## config.mk

```make
export PLATFORM = sky130hd
export DESIGN_NAME = scope_top
export DESIGN_NICKNAME = d
export VERILOG_FILES = /design/src/scope_acq_pkg.sv /design/src/scope_data_pkg.sv /design/src/scope_top.sv /design/src/scope_buffer.sv /design/src/scope_acq_ctl.sv /design/src/scope_edge.sv /design/src/scope_stream_reg.sv
export SDC_FILE = /design/constraint.sdc
export NUM_CORES = 1
export LEC_CHECK = 0
export ABC_AREA = 1
export BUFFER_PORTS_ARGS = -buffer_cell sky130_fd_sc_hd__buf_4
export CAP_MARGIN = 20
export CORE_ASPECT_RATIO = 0.9
export CORE_MARGIN = 2
export CORE_UTILIZATION = 30
export DETAILED_ROUTE_END_ITERATION = 8
export GPL_TIMING_DRIVEN = 1
export PLACE_DENSITY = 0.5
export SLEW_MARGIN = 25
export SYNTH_ARGS = -nofsm -noshare
export SYNTH_HDL_FRONTEND = slang
export SYNTH_HIERARCHICAL = 1
export SYNTH_SLANG_ARGS = --single-unit
```

## constraint.sdc

```tcl
create_clock -name sti -period 2.75 [get_ports sti]
set_input_delay 0.275 -clock sti [delete_from_list [all_inputs] [get_ports sti]]
set_output_delay 0.275 -clock sti [all_outputs]
set_load 0.05 [all_outputs]
```

## src/scope_acq_pkg.sv

```systemverilog
/*
  Acquisition control definitions.
  State encoding of the acquisition FSM and the default
  address width of the circular sample buffer.
*/

`default_nettype none

package scope_acq_pkg;

  // default buffer address width, 16 entries
  parameter int unsigned ADDR_W_DEF = 4;

  // acquisition phases
  // pre fills the window, wait looks for the trigger,
  // post counts the samples after it
  typedef enum logic [2:0] {
    ACQ_IDLE = 3'd0,
    ACQ_PRE  = 3'd1,
    ACQ_WAIT = 3'd2,
    ACQ_POST = 3'd3,
    ACQ_DONE = 3'd4
  } acq_state_t;

endpackage

`default_nettype wire

```

## src/scope_data_pkg.sv

```systemverilog
/*
  Sample data definitions for the scope acquisition core.
  Holds the sample width, the signed sample type and the
  trigger-tagged record that leaves the edge detector.
*/

`default_nettype none

package scope_data_pkg;

  // sample width in bits, one word
  parameter int unsigned SMP_W = 16;

  // signed ADC sample
  typedef logic signed [SMP_W-1:0] smp_t;

  // sample tagged with the trigger flag
  // trg marks the sample that caused the crossing
  typedef struct packed {
    smp_t smp;
    logic trg;
  } smp_trg_t;

endpackage

`default_nettype wire
```

## src/scope_top.sv

```systemverilog
/*
  Acquisition core of one scope channel.
  Edge detector feeds the controller, which writes the delayed
  samples into the circular buffer. Readout works in any state.
*/

`timescale 1ns/1ps
`default_nettype none

module scope_top #(
  parameter int unsigned ADDR_W = scope_acq_pkg::ADDR_W_DEF
)(
  input  logic                 sti,
  input  logic                 ctl_rst,
  input  logic                 arm,
  // trigger configuration
  input  logic                 cfg_edg,
  input  scope_data_pkg::smp_t cfg_pos,
  input  scope_data_pkg::smp_t cfg_neg,
  // window lengths
  input  logic [ADDR_W-1:0]    cfg_pre,
  input  logic [ADDR_W-1:0]    cfg_post,
  // sample stream
  input  logic                 smp_vld,
  input  scope_data_pkg::smp_t smp_in,
  // readout
  input  logic [ADDR_W-1:0]    rd_addr,
  output scope_data_pkg::smp_t rd_data,
  output logic [ADDR_W-1:0]    trg_addr,
  output logic                 acq_busy,
  output logic                 acq_done
);

  // delayed stream out of the edge detector
  logic                 trg_vld;
  scope_data_pkg::smp_t trg_smp;
  logic                 trg_flag;

  // buffer write side
  logic              buf_we;
  logic [ADDR_W-1:0] wr_addr;

  scope_edge u_scope_edge (
    .sti      (sti),
    .ctl_rst  (ctl_rst),
    .cfg_edg  (cfg_edg),
    .cfg_pos  (cfg_pos),
    .cfg_neg  (cfg_neg),
    .smp_vld  (smp_vld),
    .smp_in   (smp_in),
    .trg_vld  (trg_vld),
    .trg_smp  (trg_smp),
    .trg_flag (trg_flag)
  );

  scope_acq_ctl #(
    .ADDR_W (ADDR_W)
  ) u_scope_acq_ctl (
    .sti      (sti),
    .ctl_rst  (ctl_rst),
    .arm      (arm),
    .cfg_pre  (cfg_pre),
    .cfg_post (cfg_post),
    .trg_vld  (trg_vld),
    .trg_flag (trg_flag),
    .buf_we   (buf_we),
    .wr_addr  (wr_addr),
    .trg_addr (trg_addr),
    .acq_busy (acq_busy),
    .acq_done (acq_done)
  );

  // buffer holds the delayed sample, aligned with the flag
  scope_buffer #(
    .ADDR_W (ADDR_W),
    .DT     (scope_data_pkg::smp_t)
  ) u_scope_buffer (
    .sti     (sti),
    .we      (buf_we),
    .wr_addr (wr_addr),
    .wr_data (trg_smp),
    .rd_addr (rd_addr),
    .rd_data (rd_data)
  );

endmodule

`default_nettype wire

```

## src/scope_buffer.sv

```systemverilog
/*
  Circular sample memory, simple dual port.
  Strobed write, registered read with one cycle latency.
  Maps onto block RAM.
*/

`timescale 1ns/1ps
`default_nettype none

module scope_buffer #(
  parameter int unsigned ADDR_W = scope_acq_pkg::ADDR_W_DEF,
  parameter type         DT     = scope_data_pkg::smp_t
)(
  input  logic              sti,
  input  logic              we,
  input  logic [ADDR_W-1:0] wr_addr,
  input  DT                 wr_data,
  input  logic [ADDR_W-1:0] rd_addr,
  output DT                 rd_data
);

  localparam int unsigned DEPTH = 2**ADDR_W;

  // sample storage
  DT mem [DEPTH];

  ////////////////////////////////////////////////////////////
  // write port
  ////////////////////////////////////////////////////////////

  always_ff @(posedge sti) begin
    if (we) begin
      mem[wr_addr] <= wr_data;
    end
  end

  ////////////////////////////////////////////////////////////
  // read port
  ////////////////////////////////////////////////////////////

  // data valid one cycle after the address
  always_ff @(posedge sti) begin
    rd_data <= mem[rd_addr];
  end

endmodule

`default_nettype wire

```

## src/scope_acq_ctl.sv

```systemverilog
/*
  Acquisition FSM. An arm strobe starts the pre-trigger fill,
  then the trigger wait and the post-trigger count. Drives the
  buffer write strobe and pointer, and latches the trigger address.
*/

`timescale 1ns/1ps
`default_nettype none

module scope_acq_ctl #(
  parameter int unsigned ADDR_W = scope_acq_pkg::ADDR_W_DEF
)(
  input  logic              sti,
  input  logic              ctl_rst,
  input  logic              arm,
  input  logic [ADDR_W-1:0] cfg_pre,
  input  logic [ADDR_W-1:0] cfg_post,
  input  logic              trg_vld,
  input  logic              trg_flag,
  output logic              buf_we,
  output logic [ADDR_W-1:0] wr_addr,
  output logic [ADDR_W-1:0] trg_addr,
  output logic              acq_busy,
  output logic              acq_done
);

  scope_acq_pkg::acq_state_t state;

  logic [ADDR_W-1:0] pre_cnt;
  logic [ADDR_W-1:0] post_cnt;
  logic [ADDR_W-1:0] pre_nxt;
  logic [ADDR_W-1:0] post_nxt;

  // counts after this sample
  assign pre_nxt  = pre_cnt + 1'b1;
  assign post_nxt = post_cnt + 1'b1;

  ////////////////////////////////////////////////////////////
  // status and write strobe
  ////////////////////////////////////////////////////////////

  assign acq_busy = (state == scope_acq_pkg::ACQ_PRE)  ||
                    (state == scope_acq_pkg::ACQ_WAIT) ||
                    (state == scope_acq_pkg::ACQ_POST);
  assign acq_done = (state == scope_acq_pkg::ACQ_DONE);

  // every delayed sample is stored while running
  assign buf_we = trg_vld & acq_busy;

  ////////////////////////////////////////////////////////////
  // state machine
  ////////////////////////////////////////////////////////////

  always_ff @(posedge sti) begin
    if (ctl_rst) begin
      state    <= scope_acq_pkg::ACQ_IDLE;
      pre_cnt  <= '0;
      post_cnt <= '0;
      wr_addr  <= '0;
      trg_addr <= '0;
    end else if (arm) begin
      // restart from any state
      pre_cnt  <= '0;
      post_cnt <= '0;
      wr_addr  <= '0;
      // empty window skips straight to the trigger wait
      state    <= (cfg_pre == '0) ? scope_acq_pkg::ACQ_WAIT : scope_acq_pkg::ACQ_PRE;
    end else if (trg_vld) begin
      // pointer wraps at the buffer depth
      if (acq_busy) begin
        wr_addr <= wr_addr + 1'b1;
      end
      unique case (state)
        scope_acq_pkg::ACQ_PRE: begin
          // flags ignored until the window is full
          pre_cnt <= pre_nxt;
          if (pre_nxt == cfg_pre) begin
            state <= scope_acq_pkg::ACQ_WAIT;
          end
        end
        scope_acq_pkg::ACQ_WAIT: begin
          if (trg_flag) begin
            // trigger sample lands at the current pointer
            trg_addr <= wr_addr;
            state    <= (cfg_post == '0) ? scope_acq_pkg::ACQ_DONE
                                         : scope_acq_pkg::ACQ_POST;
          end
        end
        scope_acq_pkg::ACQ_POST: begin
          post_cnt <= post_nxt;
          if (post_nxt == cfg_post) begin
            state <= scope_acq_pkg::ACQ_DONE;
          end
        end
        // idle and done drop samples
        default: begin
          state <= state;
        end
      endcase
    end
  end

endmodule

`default_nettype wire

```

## src/scope_edge.sv

```systemverilog
/*
  Edge detector with hysteresis for the sample stream.
  Stage one subtracts both levels, stage two tracks the level
  state and flags the inactive to active transition.
  Outputs follow the input strobe by exactly two cycles.
*/

`timescale 1ns/1ps
`default_nettype none

module scope_edge (
  input  logic                 sti,
  input  logic                 ctl_rst,
  input  logic                 cfg_edg,
  input  scope_data_pkg::smp_t cfg_pos,
  input  scope_data_pkg::smp_t cfg_neg,
  input  logic                 smp_vld,
  input  scope_data_pkg::smp_t smp_in,
  output logic                 trg_vld,
  output scope_data_pkg::smp_t trg_smp,
  output logic                 trg_flag
);

  // sign bit position of the widened differences
  localparam int unsigned SGN = $bits(scope_data_pkg::smp_t);

  logic signed [SGN:0] sub_pos;
  logic signed [SGN:0] sub_neg;

  // delayed stream after subtraction
  logic                 sub_vld;
  scope_data_pkg::smp_t sub_smp;

  // level state, next and registered
  logic lvl_nxt;
  logic lvl_reg;

  scope_data_pkg::smp_trg_t trg_in;
  scope_data_pkg::smp_trg_t trg_out;

  ////////////////////////////////////////////////////////////
  // subtraction stage
  ////////////////////////////////////////////////////////////

  // one extra bit so the difference never overflows
  always_ff @(posedge sti) begin
    if (smp_vld) begin
      sub_pos <= (SGN+1)'(smp_in) - (SGN+1)'(cfg_pos);
      sub_neg <= (SGN+1)'(cfg_neg) - (SGN+1)'(smp_in);
    end
  end

  scope_stream_reg #(
    .DT (scope_data_pkg::smp_t)
  ) u_reg_sub (
    .sti     (sti),
    .ctl_rst (ctl_rst),
    .vld_i   (smp_vld),
    .dat_i   (smp_in),
    .vld_o   (sub_vld),
    .dat_o   (sub_smp)
  );

  ////////////////////////////////////////////////////////////
  // trigger stage
  ////////////////////////////////////////////////////////////

  // inactive watches the far level, active watches the near one
  // edge select swaps which level is which
  assign lvl_nxt = lvl_reg ^ ((~cfg_edg ^ lvl_reg) ? sub_neg[SGN] : sub_pos[SGN]);

  always_ff @(posedge sti) begin
    if (ctl_rst) begin
      lvl_reg <= 1'b0;
    end else if (sub_vld) begin
      lvl_reg <= lvl_nxt;
    end
  end

  // tag the sample on an inactive to active change
  assign trg_in = '{smp: sub_smp, trg: lvl_nxt & ~lvl_reg};

  scope_stream_reg #(
    .DT (scope_data_pkg::smp_trg_t)
  ) u_reg_trg (
    .sti     (sti),
    .ctl_rst (ctl_rst),
    .vld_i   (sub_vld),
    .dat_i   (trg_in),
    .vld_o   (trg_vld),
    .dat_o   (trg_out)
  );

  assign trg_smp  = trg_out.smp;
  // held tag only counts on its own strobe
  assign trg_flag = trg_vld & trg_out.trg;

endmodule

`default_nettype wire

```

## src/scope_stream_reg.sv

```systemverilog
/*
  One-cycle register stage for a strobed stream.
  The payload type is a parameter, so the same stage carries
  plain samples or tagged records.
*/

`timescale 1ns/1ps
`default_nettype none

module scope_stream_reg #(
  parameter type DT = logic
)(
  input  logic sti,
  input  logic ctl_rst,
  input  logic vld_i,
  input  DT    dat_i,
  output logic vld_o,
  output DT    dat_o
);

  // strobe delayed by one cycle
  always_ff @(posedge sti) begin
    if (ctl_rst) begin
      vld_o <= 1'b0;
    end else begin
      vld_o <= vld_i;
    end
  end

  // payload only loads on a strobe and holds in between
  always_ff @(posedge sti) begin
    if (vld_i) begin
      dat_o <= dat_i;
    end
  end

endmodule

`default_nettype wire

```

==> impl_results.md, run 1 <==
* Post-CTS sizing at 0
* Final GP Congestion at 0.8344
* CP Buf/Inv Count at 4
* CTS Sinks at 329
* Total setup buffers inserted after CTS at 0
* RR Endpoint: u_scope_buffer/mem[7][1]$_DFFE_PP_
* ANT cells at 0
* Clock transition at the registers of the reported paths at 0.05 ns
* Post-synth cell types at 31
* Vias in the first global route at 9,543
* Fin. max-slew vios at 0
* Pin count of the biggest net entering global routing at roughly 130
* Largest register by flop count: u_scope_buffer/mem
* Critical Setup Path Class: register to register
* Max IR drop VDD at ~0.38 mV
* Nets at 1,657
* CP Cell Sequence: inv_2, nor2_2, inv_2, nand2_2, nand2_2, inv_1, nand3b_1, nor2_2, buf_12
* Per-cell routed wire length at 16.88 um
* IO Port Bufs at 86
* CTS tree: done
* Routed WL at 37,290 um
* Slew HR at 33.02%
* Critical hold path startpoint: smp_vld
* Period utilization at 80.22%
* Final Hold Viols at 0
* Most frequent cell after synthesis: nand2_1
* Power Density at 649.0 nW/um2
* Cells taking the most area after synthesis: edfxtp_1 (60%), nand2_1 (11%), nand3_1 (7.3%)
* Reg-to-reg slack, setup at 0.54 ns
* Antenna violations before repair at 0
* Worst slew pin tran at ~1.0 ns
* Total core area at 47,830 um2
* Syn_area_per_cell at 10.10 um2
* Drt via density at around 4.5
* RSZ-0062 raised after global routing: false
* Max Used Layer: met4
* DRC at 0
* Synth Flop Type: edfxtp_1
* Worst stage delay on the critical path at 0.43 ns
* Asr flop ratio synth at 0%
* DR WL met2 at 16,930 um
* Mapped Cells at 1,438
* Top Ports at 87
* Hold endpoint: u_scope_edge/u_reg_sub/vld_o$_SDFF_PP0_
* Status: finished clean
* Wl on met1 at roughly 17,000 um
* Area grow syn2layout at 19.26%
* Yosys reg bits at 329
* Reg2reg path depth at 9
* Starting Density at between 30% and 40%
* Pre-antenna DRT Iters at 5
* Post-synth design cell area at 14,520 um2
* Via count at 9,978
* Area leader, netlist: edfxtp_1
* Synth warn at 6
* Met3 routed WL at 2149 um
* Global route overflow at 0
* Total GRT Usage at about 15%
* Hold-fix buffers, CTS at 18
* Final Setup Violations at 0
* Crit-path slowest cell: nor2_2
* Antenna Nets Post-Route at 0
* Share of cells above drive strength 1 at 13.24%
* Fin crit period at 2.206 ns
* P_leak at 7.484 nW
* DRT iter0 DRCs at 742
* Die X at 235.9 um
* First-pass GRT wire length at 56,240 um
* RR Startpoint: u_scope_acq_ctl/state[1]$_SDFFE_PP0P_
* Detailed Place HPWL at 23,830 um
* Die Y at 212.7 um
* Clock skew at 0.02436 ns
* Worst EP arrival at 2.44 ns
* EDFF count, synth at 291
* Row Count at 76
* Top Registers: u_scope_buffer/mem: 256 flops, u_scope_edge/u_reg_trg/dat_o: 17 flops
* Max reg flops at 256
* Root buffer cell: clkbuf_16
* Filler cell count at between 4,000 and 5,000
* Crit start category: register
* Critical Path Sink Type: register
* Fmax at about 450 MHz
* Min-Delay Path Class: input pin to register
* Die footprint at 50,180 um2
* Htree depth at 2
* Number of CTS-inserted buffers at 37
* Synth top area share at 60.18%
* Deepest clock path buffer count at 3
* Crit-path max FO at 10
* TNS Setup at 0 ns
* Hold_ws at 0.1009 ns
* Synth top cells by count: nand2_1 (416), edfxtp_1 (291), inv_1 (268), nand3_1 (211), dfxtp_1 (38)
* WHS Path Cells at 3
* Post-Syn Nets at 1,537
* Clock latency on the worst-skew pair at 0.54 ns
* CP delay by family, top: simple AND/OR/NAND/NOR gates
* Worst EP required at 2.98 ns
* Sequential share of the synthesized area at 65.42%
* MaxCap Viol Count at 0
-- worst register-to-register path: stages, from the launching register on --
cell      delay, ns
dfxtp_1        0.38
inv_2          0.07
nor2_2         0.12
inv_2          0.06
nand2_2        0.07
nand2_2        0.10
inv_1          0.23
nand3b_1       0.24
nor2_2         0.43
buf_12         0.20
-- metrics by stage --
step	setup slack [ns]	util (%)	cells	instance area, um2	power (mW)
finish	0.5439	36.20	2210	17320	11.24
global route	0.4273	36.20	2210	17320	11.65
CTS	0.5737	36.20	2210	17320	11.39
detailed placement	0.6074	33.39	2125	15970	6.595
global placement	0.6476	33.39	2125	15970	6.580
floorplan	0.4409	-	1438	14520	6.202
-- routing by layer --
layer | track usage [%] | up-vias
li1 | - | 4900
met1 | 19.92 | 4715
met2 | 23.99 | 287
met3 | 2.663 | 76
met4 | 6.172 | 0
met5 | 0 | -
-- cells by family (layout without fill, tap and decap cells) --
group	Yosys count	count (layout)	share of synthesized area [%]
AO/OA/AOI/OAI	50	50	1.861
buffers and inverters	331	479	9.341
XOR/XNOR	1	1	0.06033
AND/OR/NAND/NOR	692	692	20.31
multiplexers	1	1	0.07755
adder cells (fa/ha/maj)	34	34	2.930
flip-flops	329	329	65.42
-- placed cells by master, fill, tap and decap left out, types with 4 or more instances in the layout --
master | Yosys | final
nand4_1 | 7 | 7
inv_2 | 10 | 9
nor2_2 | 5 | 21
nor3_1 | 4 | 4
nand2_2 | 5 | 5
buf_12 | 0 | 6
nand3_1 | 211 | 211
a21oi_1 | 24 | 24
o21ai_0 | 14 | 14
inv_1 | 268 | 268
clkbuf_16 | 0 | 39
dlygate4sd3_1 | 0 | 18
a31oi_1 | 5 | 5
buf_4 | 18 | 109
nor2_1 | 37 | 21
clkbuf_8 | 0 | 4
clkbuf_1 | 11 | 9
nand2_1 | 416 | 416
edfxtp_1 | 291 | 291
clkinv_1 | 1 | 7
clkinv_2 | 0 | 7
dfxtp_1 | 38 | 38
ha_1 | 34 | 34
-- power breakdown --
group	total [mW]	switching [mW]	internal, mW
logic	0.790	0.509	0.281
registers	5.70	0.155	5.55
clock network	4.75	1.95	2.79
-- cell type report --
cell class	count	area, um2	area share [%]
clock inverter	15	100.1	0.5780
inverter	279	1049	6.055
sequential	329	9499	54.86
clock buffer	52	1065	6.149
timing repair buffer	133	1119	6.460
tap	624	780.7	4.509
multi-input combinational	778	3705	21.39
-- worst max path at each step --
stage	from	endpoint	slack, ns	depth (start not counted)
4_1_cts	u_scope_acq_ctl/state[1]$_SDFFE_PP0P_	u_scope_buffer/mem[7][1]$_DFFE_PP_	0.57	9
3_5_place_dp	u_scope_acq_ctl/state[1]$_SDFFE_PP0P_	u_scope_buffer/mem[7][2]$_DFFE_PP_	0.61	9
2_1_floorplan	u_scope_acq_ctl/state[1]$_SDFFE_PP0P_	u_scope_buffer/mem[12][0]$_DFFE_PP_	0.44	8
3_3_place_gp	u_scope_acq_ctl/state[1]$_SDFFE_PP0P_	u_scope_buffer/mem[7][2]$_DFFE_PP_	0.65	9
5_1_grt	u_scope_acq_ctl/state[1]$_SDFFE_PP0P_	u_scope_buffer/mem[7][1]$_DFFE_PP_	0.43	9
6_report	u_scope_acq_ctl/state[1]$_SDFFE_PP0P_	u_scope_buffer/mem[7][1]$_DFFE_PP_	0.54	9
(Power assumes the default switching activity.)
==> run 2: changes to the inputs <==
--- a/config.mk
+++ b/config.mk
@@ -5,7 +5,7 @@
 export SDC_FILE = /design/constraint.sdc
 export NUM_CORES = 1
 export LEC_CHECK = 0
-export ABC_AREA = 1
+export ABC_AREA = 0
 export BUFFER_PORTS_ARGS = -buffer_cell sky130_fd_sc_hd__buf_4
 export CAP_MARGIN = 20
 export CORE_ASPECT_RATIO = 0.9
==> constraint.sdc (replaced) <==
create_clock -name sti -period 2.2 [get_ports sti]
set_input_delay 0.22 -clock sti [delete_from_list [all_inputs] [get_ports sti]]
set_output_delay 0.22 -clock sti [all_outputs]
set_load 0.05 [all_outputs]
==> impl_results.md, run 2 <==
* Status: finished clean
* Post-synth design cell area at ~13,000 um2
* Row Count at 72
* CTS tree: done
* Crit-path slowest cell: dlygate4sd3_1
* Largest family of logic cells by synthesized area: multiplexers
* PnR worst setup slack at 0.2240 ns
* Vias in the first global route at around 7,000
* Synth Area in Compound Gates at 3.698%
* Nets at 948
* P_leak at 5.631 nW
* Cells taking the most area after synthesis: edfxtp_1 (67%), mux4_2 (9.3%), dfxtp_1 (5.8%)
* Final Setup Violations at 0
* CP Cell Sequence: dlygate4sd3_1, buf_4, ha_1, nand4_1, nor3_2, o311ai_0, o211ai_1, mux2i_1
* Finished Cell Area at approximately 16,000 um2
* Deepest clock path buffer count at 3
* MaxCap Viol Count at 0
* Placed insts at 1,349
* Dpl ws at 0.1027 ns
* Mapped Cells at between 600 and 700
* Top Registers: u_scope_buffer/mem: 256 flops, u_scope_edge/u_reg_trg/dat_o: 17 flops
* Max IR drop VDD at 0.5052 mV
* First-pass GRT wire length at 42,770 um
* Post-synth cell types at 54
* Synth Area in XOR/XNOR at under 10%
* Routed WL at 27,760 um
* Crit-path max FO at 4
* WHS Path Cells at 3
* Commonest non-fill, non-tap cell in the layout: edfxtp_1
* Fin. max-slew vios at 0
* Global route overflow at 0
* Slew HR at 54.41%
* Syn_area_per_cell at around 19 um2
* Synth top cells by count: edfxtp_1 (291), mux4_2 (54), nor2_1 (42), dfxtp_1 (38)
* Worst EP required at 2.56 ns
* Asr flop ratio synth at 0%
* Antenna Nets Post-Route at 0
* Die Y at 201.7 um
* Fmax at 506.1 MHz
* Critical Path Sink Type: register
* Post-Syn Nets at 798
* Fin crit period at 1.976 ns
* Area grow syn2layout at 23.24%
* Worst EP arrival at 2.34 ns
* Period utilization at between 80 and 90%
* Synth warn at 6
* Area leader, netlist: edfxtp_1
* Htree depth at 2
* Sequential share of the synthesized area at 72.92%
* Clock transition at the registers of the reported paths at roughly 0.060 ns
* Drt via density at 4.639
* Most frequent cell after synthesis: edfxtp_1
* Antenna violations before repair at 0
* Clock skew at 0.01487 ns
* Detailed Place HPWL at roughly 17,000 um
* Die footprint at 45,110 um2
* RSZ-0062 raised after global routing: false
* Die X at 223.7 um
* Share of cells above drive strength 1 at between 20 and 30%
* Crit start category: input pin
* Largest register by flop count: u_scope_buffer/mem
* Max reg flops at 256
* Reg2reg path depth at 5
* Final Non-Filler Cells at 1,431
* TNS Setup at 0 ns
* Most frequent cells in the layout: edfxtp_1 (291), buf_4 (102), mux4_2 (54)
* Synth Flop Type: edfxtp_1
* Final GP Congestion at 0.7548
* Top Ports at 87
* Total GRT Usage at 12.64%
* Pin count of the biggest net entering global routing at 38
* Pre-antenna DRT Iters at 7
* Number of CTS-inserted buffers at 36
* Overall Power at 13.53 mW
* Min-Delay Path Class: input pin to register
* Starting Density at 30.38%
* Adder-cell share of the synthesized area at 3.266%
* Root buffer cell: clkbuf_16
* Yosys reg bits at roughly 330
* Worst stage delay on the critical path at between 0.5 and 0.6 ns
* Post-synthesis simple-gate area fraction at about 4.5%
* Worst slew pin tran at 0.6838 ns
* Via count at 6,638
* Synth top area share at between 60% and 70%
* Power Density at roughly 840 nW/um2
* Total core area at 42,880 um2
* ANT cells at 0
* Filler cell count at between 3,000 and 4,000
* Clock latency on the worst-skew pair at 0.51 ns
* Hold_ws at around 0.044 ns
* Per-cell routed wire length at 19.40 um
* DRC at 0
* Final Hold Viols at 0
* Placed Instance Area at 14,760 um2
* Mux cell area share after synthesis at approximately 12%
* Critical Setup Path Class: input pin to register
* CTS Sinks at 329
* DRT iter0 DRCs at 423
* Final Util at between 30% and 40%
* IO Port Bufs at 86
* EDFF count, synth at 291
## run 2: changes by cell type after synthesis, sizes merged, moves of 9 or more
| cell | before | now |
|---|---|---|
| buf | 41 | 14 |
| xnor2 | 1 | 11 |
| inv | 278 | 34 |
| o21ai | 17 | 4 |
| nand2 | 421 | 28 |
| nand3 | 214 | 6 |
| a22oi | 0 | 32 |
| a21oi | 24 | 13 |
| xor2 | 0 | 10 |
| mux4 | 0 | 64 |
| mux2i | 0 | 9 |
## run 2: worst max-delay path, delay by kind of cell
kind / cells / cell delay, ns
adders and majority gates: 1 / 0.33
and+or+nand+nor: 2 / 0.46
muxes: 1 / 0.22
buffers and inverters: 2 / 0.67
AOI/OAI and AO/OA: 2 / 0.44
## run 2: logic make-up (layout without fill, tap and decap cells)
kind of cell               count (synthesis)  in the layout
DFF                                      329            329
and+or+nand+nor                          115            115
muxes                                     74             74
AOI/OAI and AO/OA                         67             67
buffers and inverters                     59            236
adders and majority gates                 34             34
xor gates and xnor gates                  21             21
## run 2: layout make-up
class,instances,area (um2),share of cell area [%]
multi-input cells,311,3319,20.68
inverters,34,127.6,0.7949
well taps,555,694.4,4.325
flip-flops and latches,329,9499,59.17
repair buffers,137,1296,8.074
clock inverters,16,116.4,0.7248
clock buffers,49,1001,6.235
## run 2: worst paths after layout
check / startpoint / end / slack, ns
max: smp_in[15] / u_scope_edge/sub_pos[16]$_DFFE_PP_ / 0.22
min: arm / u_scope_acq_ctl/state[0]$_SDFFE_PP0P_ / 0.04
max reg2reg: u_scope_acq_ctl/state[2]$_SDFFE_PP0P_ / u_scope_buffer/mem[0][9]$_DFFE_PP_ / 0.26
min reg2reg: u_scope_edge/u_reg_sub/dat_o[9]$_DFFE_PP_ / u_scope_edge/u_reg_trg/dat_o[10]$_DFFE_PP_ / 0.41
## run 2: per-layer routing
metal  global-route usage [%]  part of all wire, %
met5                        0                    0
met4                    3.214                  1.5
met3                    2.147                  3.5
met2                    21.35                   49
met1                    16.95                   46
## run 2: what timing repair did
| item | 4_1_cts | 5_1_grt |
|---|---|---|
| hold buffers | 17 | 0 |
| setup endpoints to repair | 0 | 1 |
| gates resized for setup | 0 | 1 |
| buffers inserted | 0 | 0 |
| endpoints found under the hold margin | 22 | 0 |
## run 2: where the power goes
group	total, mW	internal, mW	switching, mW
Combinational	0.803	0.372	0.431
Sequential	7.05	6.93	0.125
Clock	5.67	3.32	2.35
Total	13.5	10.6	2.90
==> run 3: changes to the inputs <==
--- a/config.mk
+++ b/config.mk
@@ -6,6 +6,7 @@
 export NUM_CORES = 1
 export LEC_CHECK = 0
 export ABC_AREA = 0
+export ABC_CLOCK_PERIOD_IN_PS = 2200
 export BUFFER_PORTS_ARGS = -buffer_cell sky130_fd_sc_hd__buf_4
 export CAP_MARGIN = 20
 export CORE_ASPECT_RATIO = 0.9
@@ -14,6 +15,7 @@
 export DETAILED_ROUTE_END_ITERATION = 8
 export GPL_TIMING_DRIVEN = 1
 export PLACE_DENSITY = 0.5
+export SETUP_SLACK_MARGIN = 0.3
 export SLEW_MARGIN = 25
 export SYNTH_ARGS = -nofsm -noshare
 export SYNTH_HDL_FRONTEND = slang
==> impl_results.md, run 3 (synthesis results as in run 2) <==
* Row Count at 72
* Vias in the first global route at 6,880
* Die Y at just over 200 um
* Dpl ws at 0.01116 ns
* Drt via density at about 4.6
* Pin count of the biggest net entering global routing at 26
* Commonest non-fill, non-tap cell in the layout: edfxtp_1
* Finished Cell Area at 16,190 um2
* Deepest clock path buffer count at 3
* First-pass GRT wire length at roughly 43,000 um
* Fin. max-slew vios at 0
* Pre-antenna DRT Iters at 4
* Crit-path slowest cell: or4_4
* Period utilization at 83.07%
* Fmax at 547.2 MHz
* Overall Power at 13.76 mW
* Die X at between 200 and 250 um
* Global route overflow at 0
* Total GRT Usage at 12.69%
* Most frequent cells in the layout: edfxtp_1 (291), buf_4 (107), mux4_2 (54)
* Via count at 6,665
* Worst slew pin tran at 1.062 ns
* Number of CTS-inserted buffers at 37
* Total setup buffers inserted after CTS at 0
* Htree depth at 2
* CTS Sinks at 329
* CP Cell Sequence: ha_1, xor2_1, or4_4, a31oi_4, o221ai_1
* Critical Setup Path Class: register to register
* Fin crit period at 1.828 ns
* Worst stage delay on the critical path at 0.53 ns
* Worst EP required at 2.59 ns
* PnR worst setup slack at 0.3725 ns
* Min-Delay Path Class: input pin to register
* Slew HR at 29.22%
* CP delay by family, top: simple AND/OR/NAND/NOR gates
* IO Port Bufs at between 80 and 90
* CP Buf/Inv Count at 0
* MaxCap Viol Count at 0
* RSZ-0062 raised after global routing: false
* Final GP Congestion at about 0.76
* Starting Density at 30.38%
* Per-cell routed wire length at 19.67 um
* Detailed Place HPWL at between 15,000 and 20,000 um
* Top Registers: u_scope_buffer/mem: 256 flops, u_scope_edge/u_reg_trg/dat_o: 17 flops
* Status: finished clean
* Worst EP arrival at about 2.2 ns
* Top Ports at 87
* Area grow syn2layout at 24.31%
* P_leak at between 5 and 6 nW
* Nets at 953
* Routed WL at ~28,000 um
* CTS tree: done
* Largest register by flop count: u_scope_buffer/mem
* Root buffer cell: clkbuf_16
* Share of cells above drive strength 1 at 30.57%
* DRT iter0 DRCs at just under 400
* TNS Setup at 0 ns
* Critical Path Sink Type: register
* DRC at 0
* Crit-path max FO at 4
* Clock skew at roughly 0.017 ns
* Clock latency on the worst-skew pair at 0.51 ns
* Max reg flops at 256
* ANT cells at 0
* Final Setup Violations at 0
* Clock transition at the registers of the reported paths at ~0.06 ns
* Antenna violations before repair at 0
* Placed Instance Area at roughly 15,000 um2
* Max IR drop VDD at 0.5177 mV
* Power Density at 849.5 nW/um2
* Antenna Nets Post-Route at 0
* Final Hold Viols at 0
* Crit start category: register
* Total core area at 42,880 um2
* Die footprint at between 40,000 and 50,000 um2
[run 3: final timing paths]
check                                            start                                   endpoint  slack (ns)  depth (start not counted)
max           u_scope_acq_ctl/post_cnt[0]$_SDFFE_PP0P_      u_scope_acq_ctl/state[1]$_SDFFE_PP0P_        0.37                          5
max reg2reg   u_scope_acq_ctl/post_cnt[0]$_SDFFE_PP0P_      u_scope_acq_ctl/state[1]$_SDFFE_PP0P_        0.37                          5
min reg2reg  u_scope_edge/u_reg_sub/dat_o[4]$_DFFE_PP_  u_scope_edge/u_reg_trg/dat_o[5]$_DFFE_PP_        0.42                          0
min                                                arm      u_scope_acq_ctl/state[0]$_SDFFE_PP0P_        0.04                          3
[run 3: area by class of cell]
cell class | count | area, um2
Inverter | 34 | 127.6
Fill cell | 3949 | 26690
Sequential cell | 329 | 9504
Clock inverter | 11 | 88.84
Timing Repair Buffer | 141 | 1314
Clock buffer | 54 | 1092
Multi-Input combinational cell | 311 | 3372
Tap cell | 555 | 694.4
[run 3: what timing repair did]
action | CTS | global route
endpoints found under the setup margin | 0 | 125
gates resized for setup | 0 | 5
hold buffers | 17 | 0
hold endpoints to repair | 22 | 0
[run 3: worst reg2reg max path, cell delays in order, from the launching register on]
cell,delay (ns)
dfxtp_2,0.34
ha_1,0.32
xor2_1,0.17
or4_4,0.53
a31oi_4,0.20
o221ai_1,0.14
[run 3: stage by stage]
stage	instances	utilization, %	hold slack (ns)
detailed placement	1353	34.54	0.4045
finish	1435	37.76	0.04444
global route	1435	37.76	0.04897
global placement	1353	34.54	0.4019
floorplan	699	-	0.2769
CTS	1435	37.69	0.02960
[run 3: layer usage]
metal | routed length [um] | track usage [%] | share of wire, %
met1 | 12860 | 17.58 | 46
met2 | 13260 | 20.38 | 47
met3 | 1689 | 2.672 | 6.0
met4 | 420 | 3.262 | 1.5
met5 | 0 | 0 | 0
[run 3: report_power, final]
part | internal (mW) | switching [mW]
Combinational | 0.379 | 0.427
Sequential | 6.93 | 0.135
Clock | 3.56 | 2.32
Total | 10.9 | 2.89
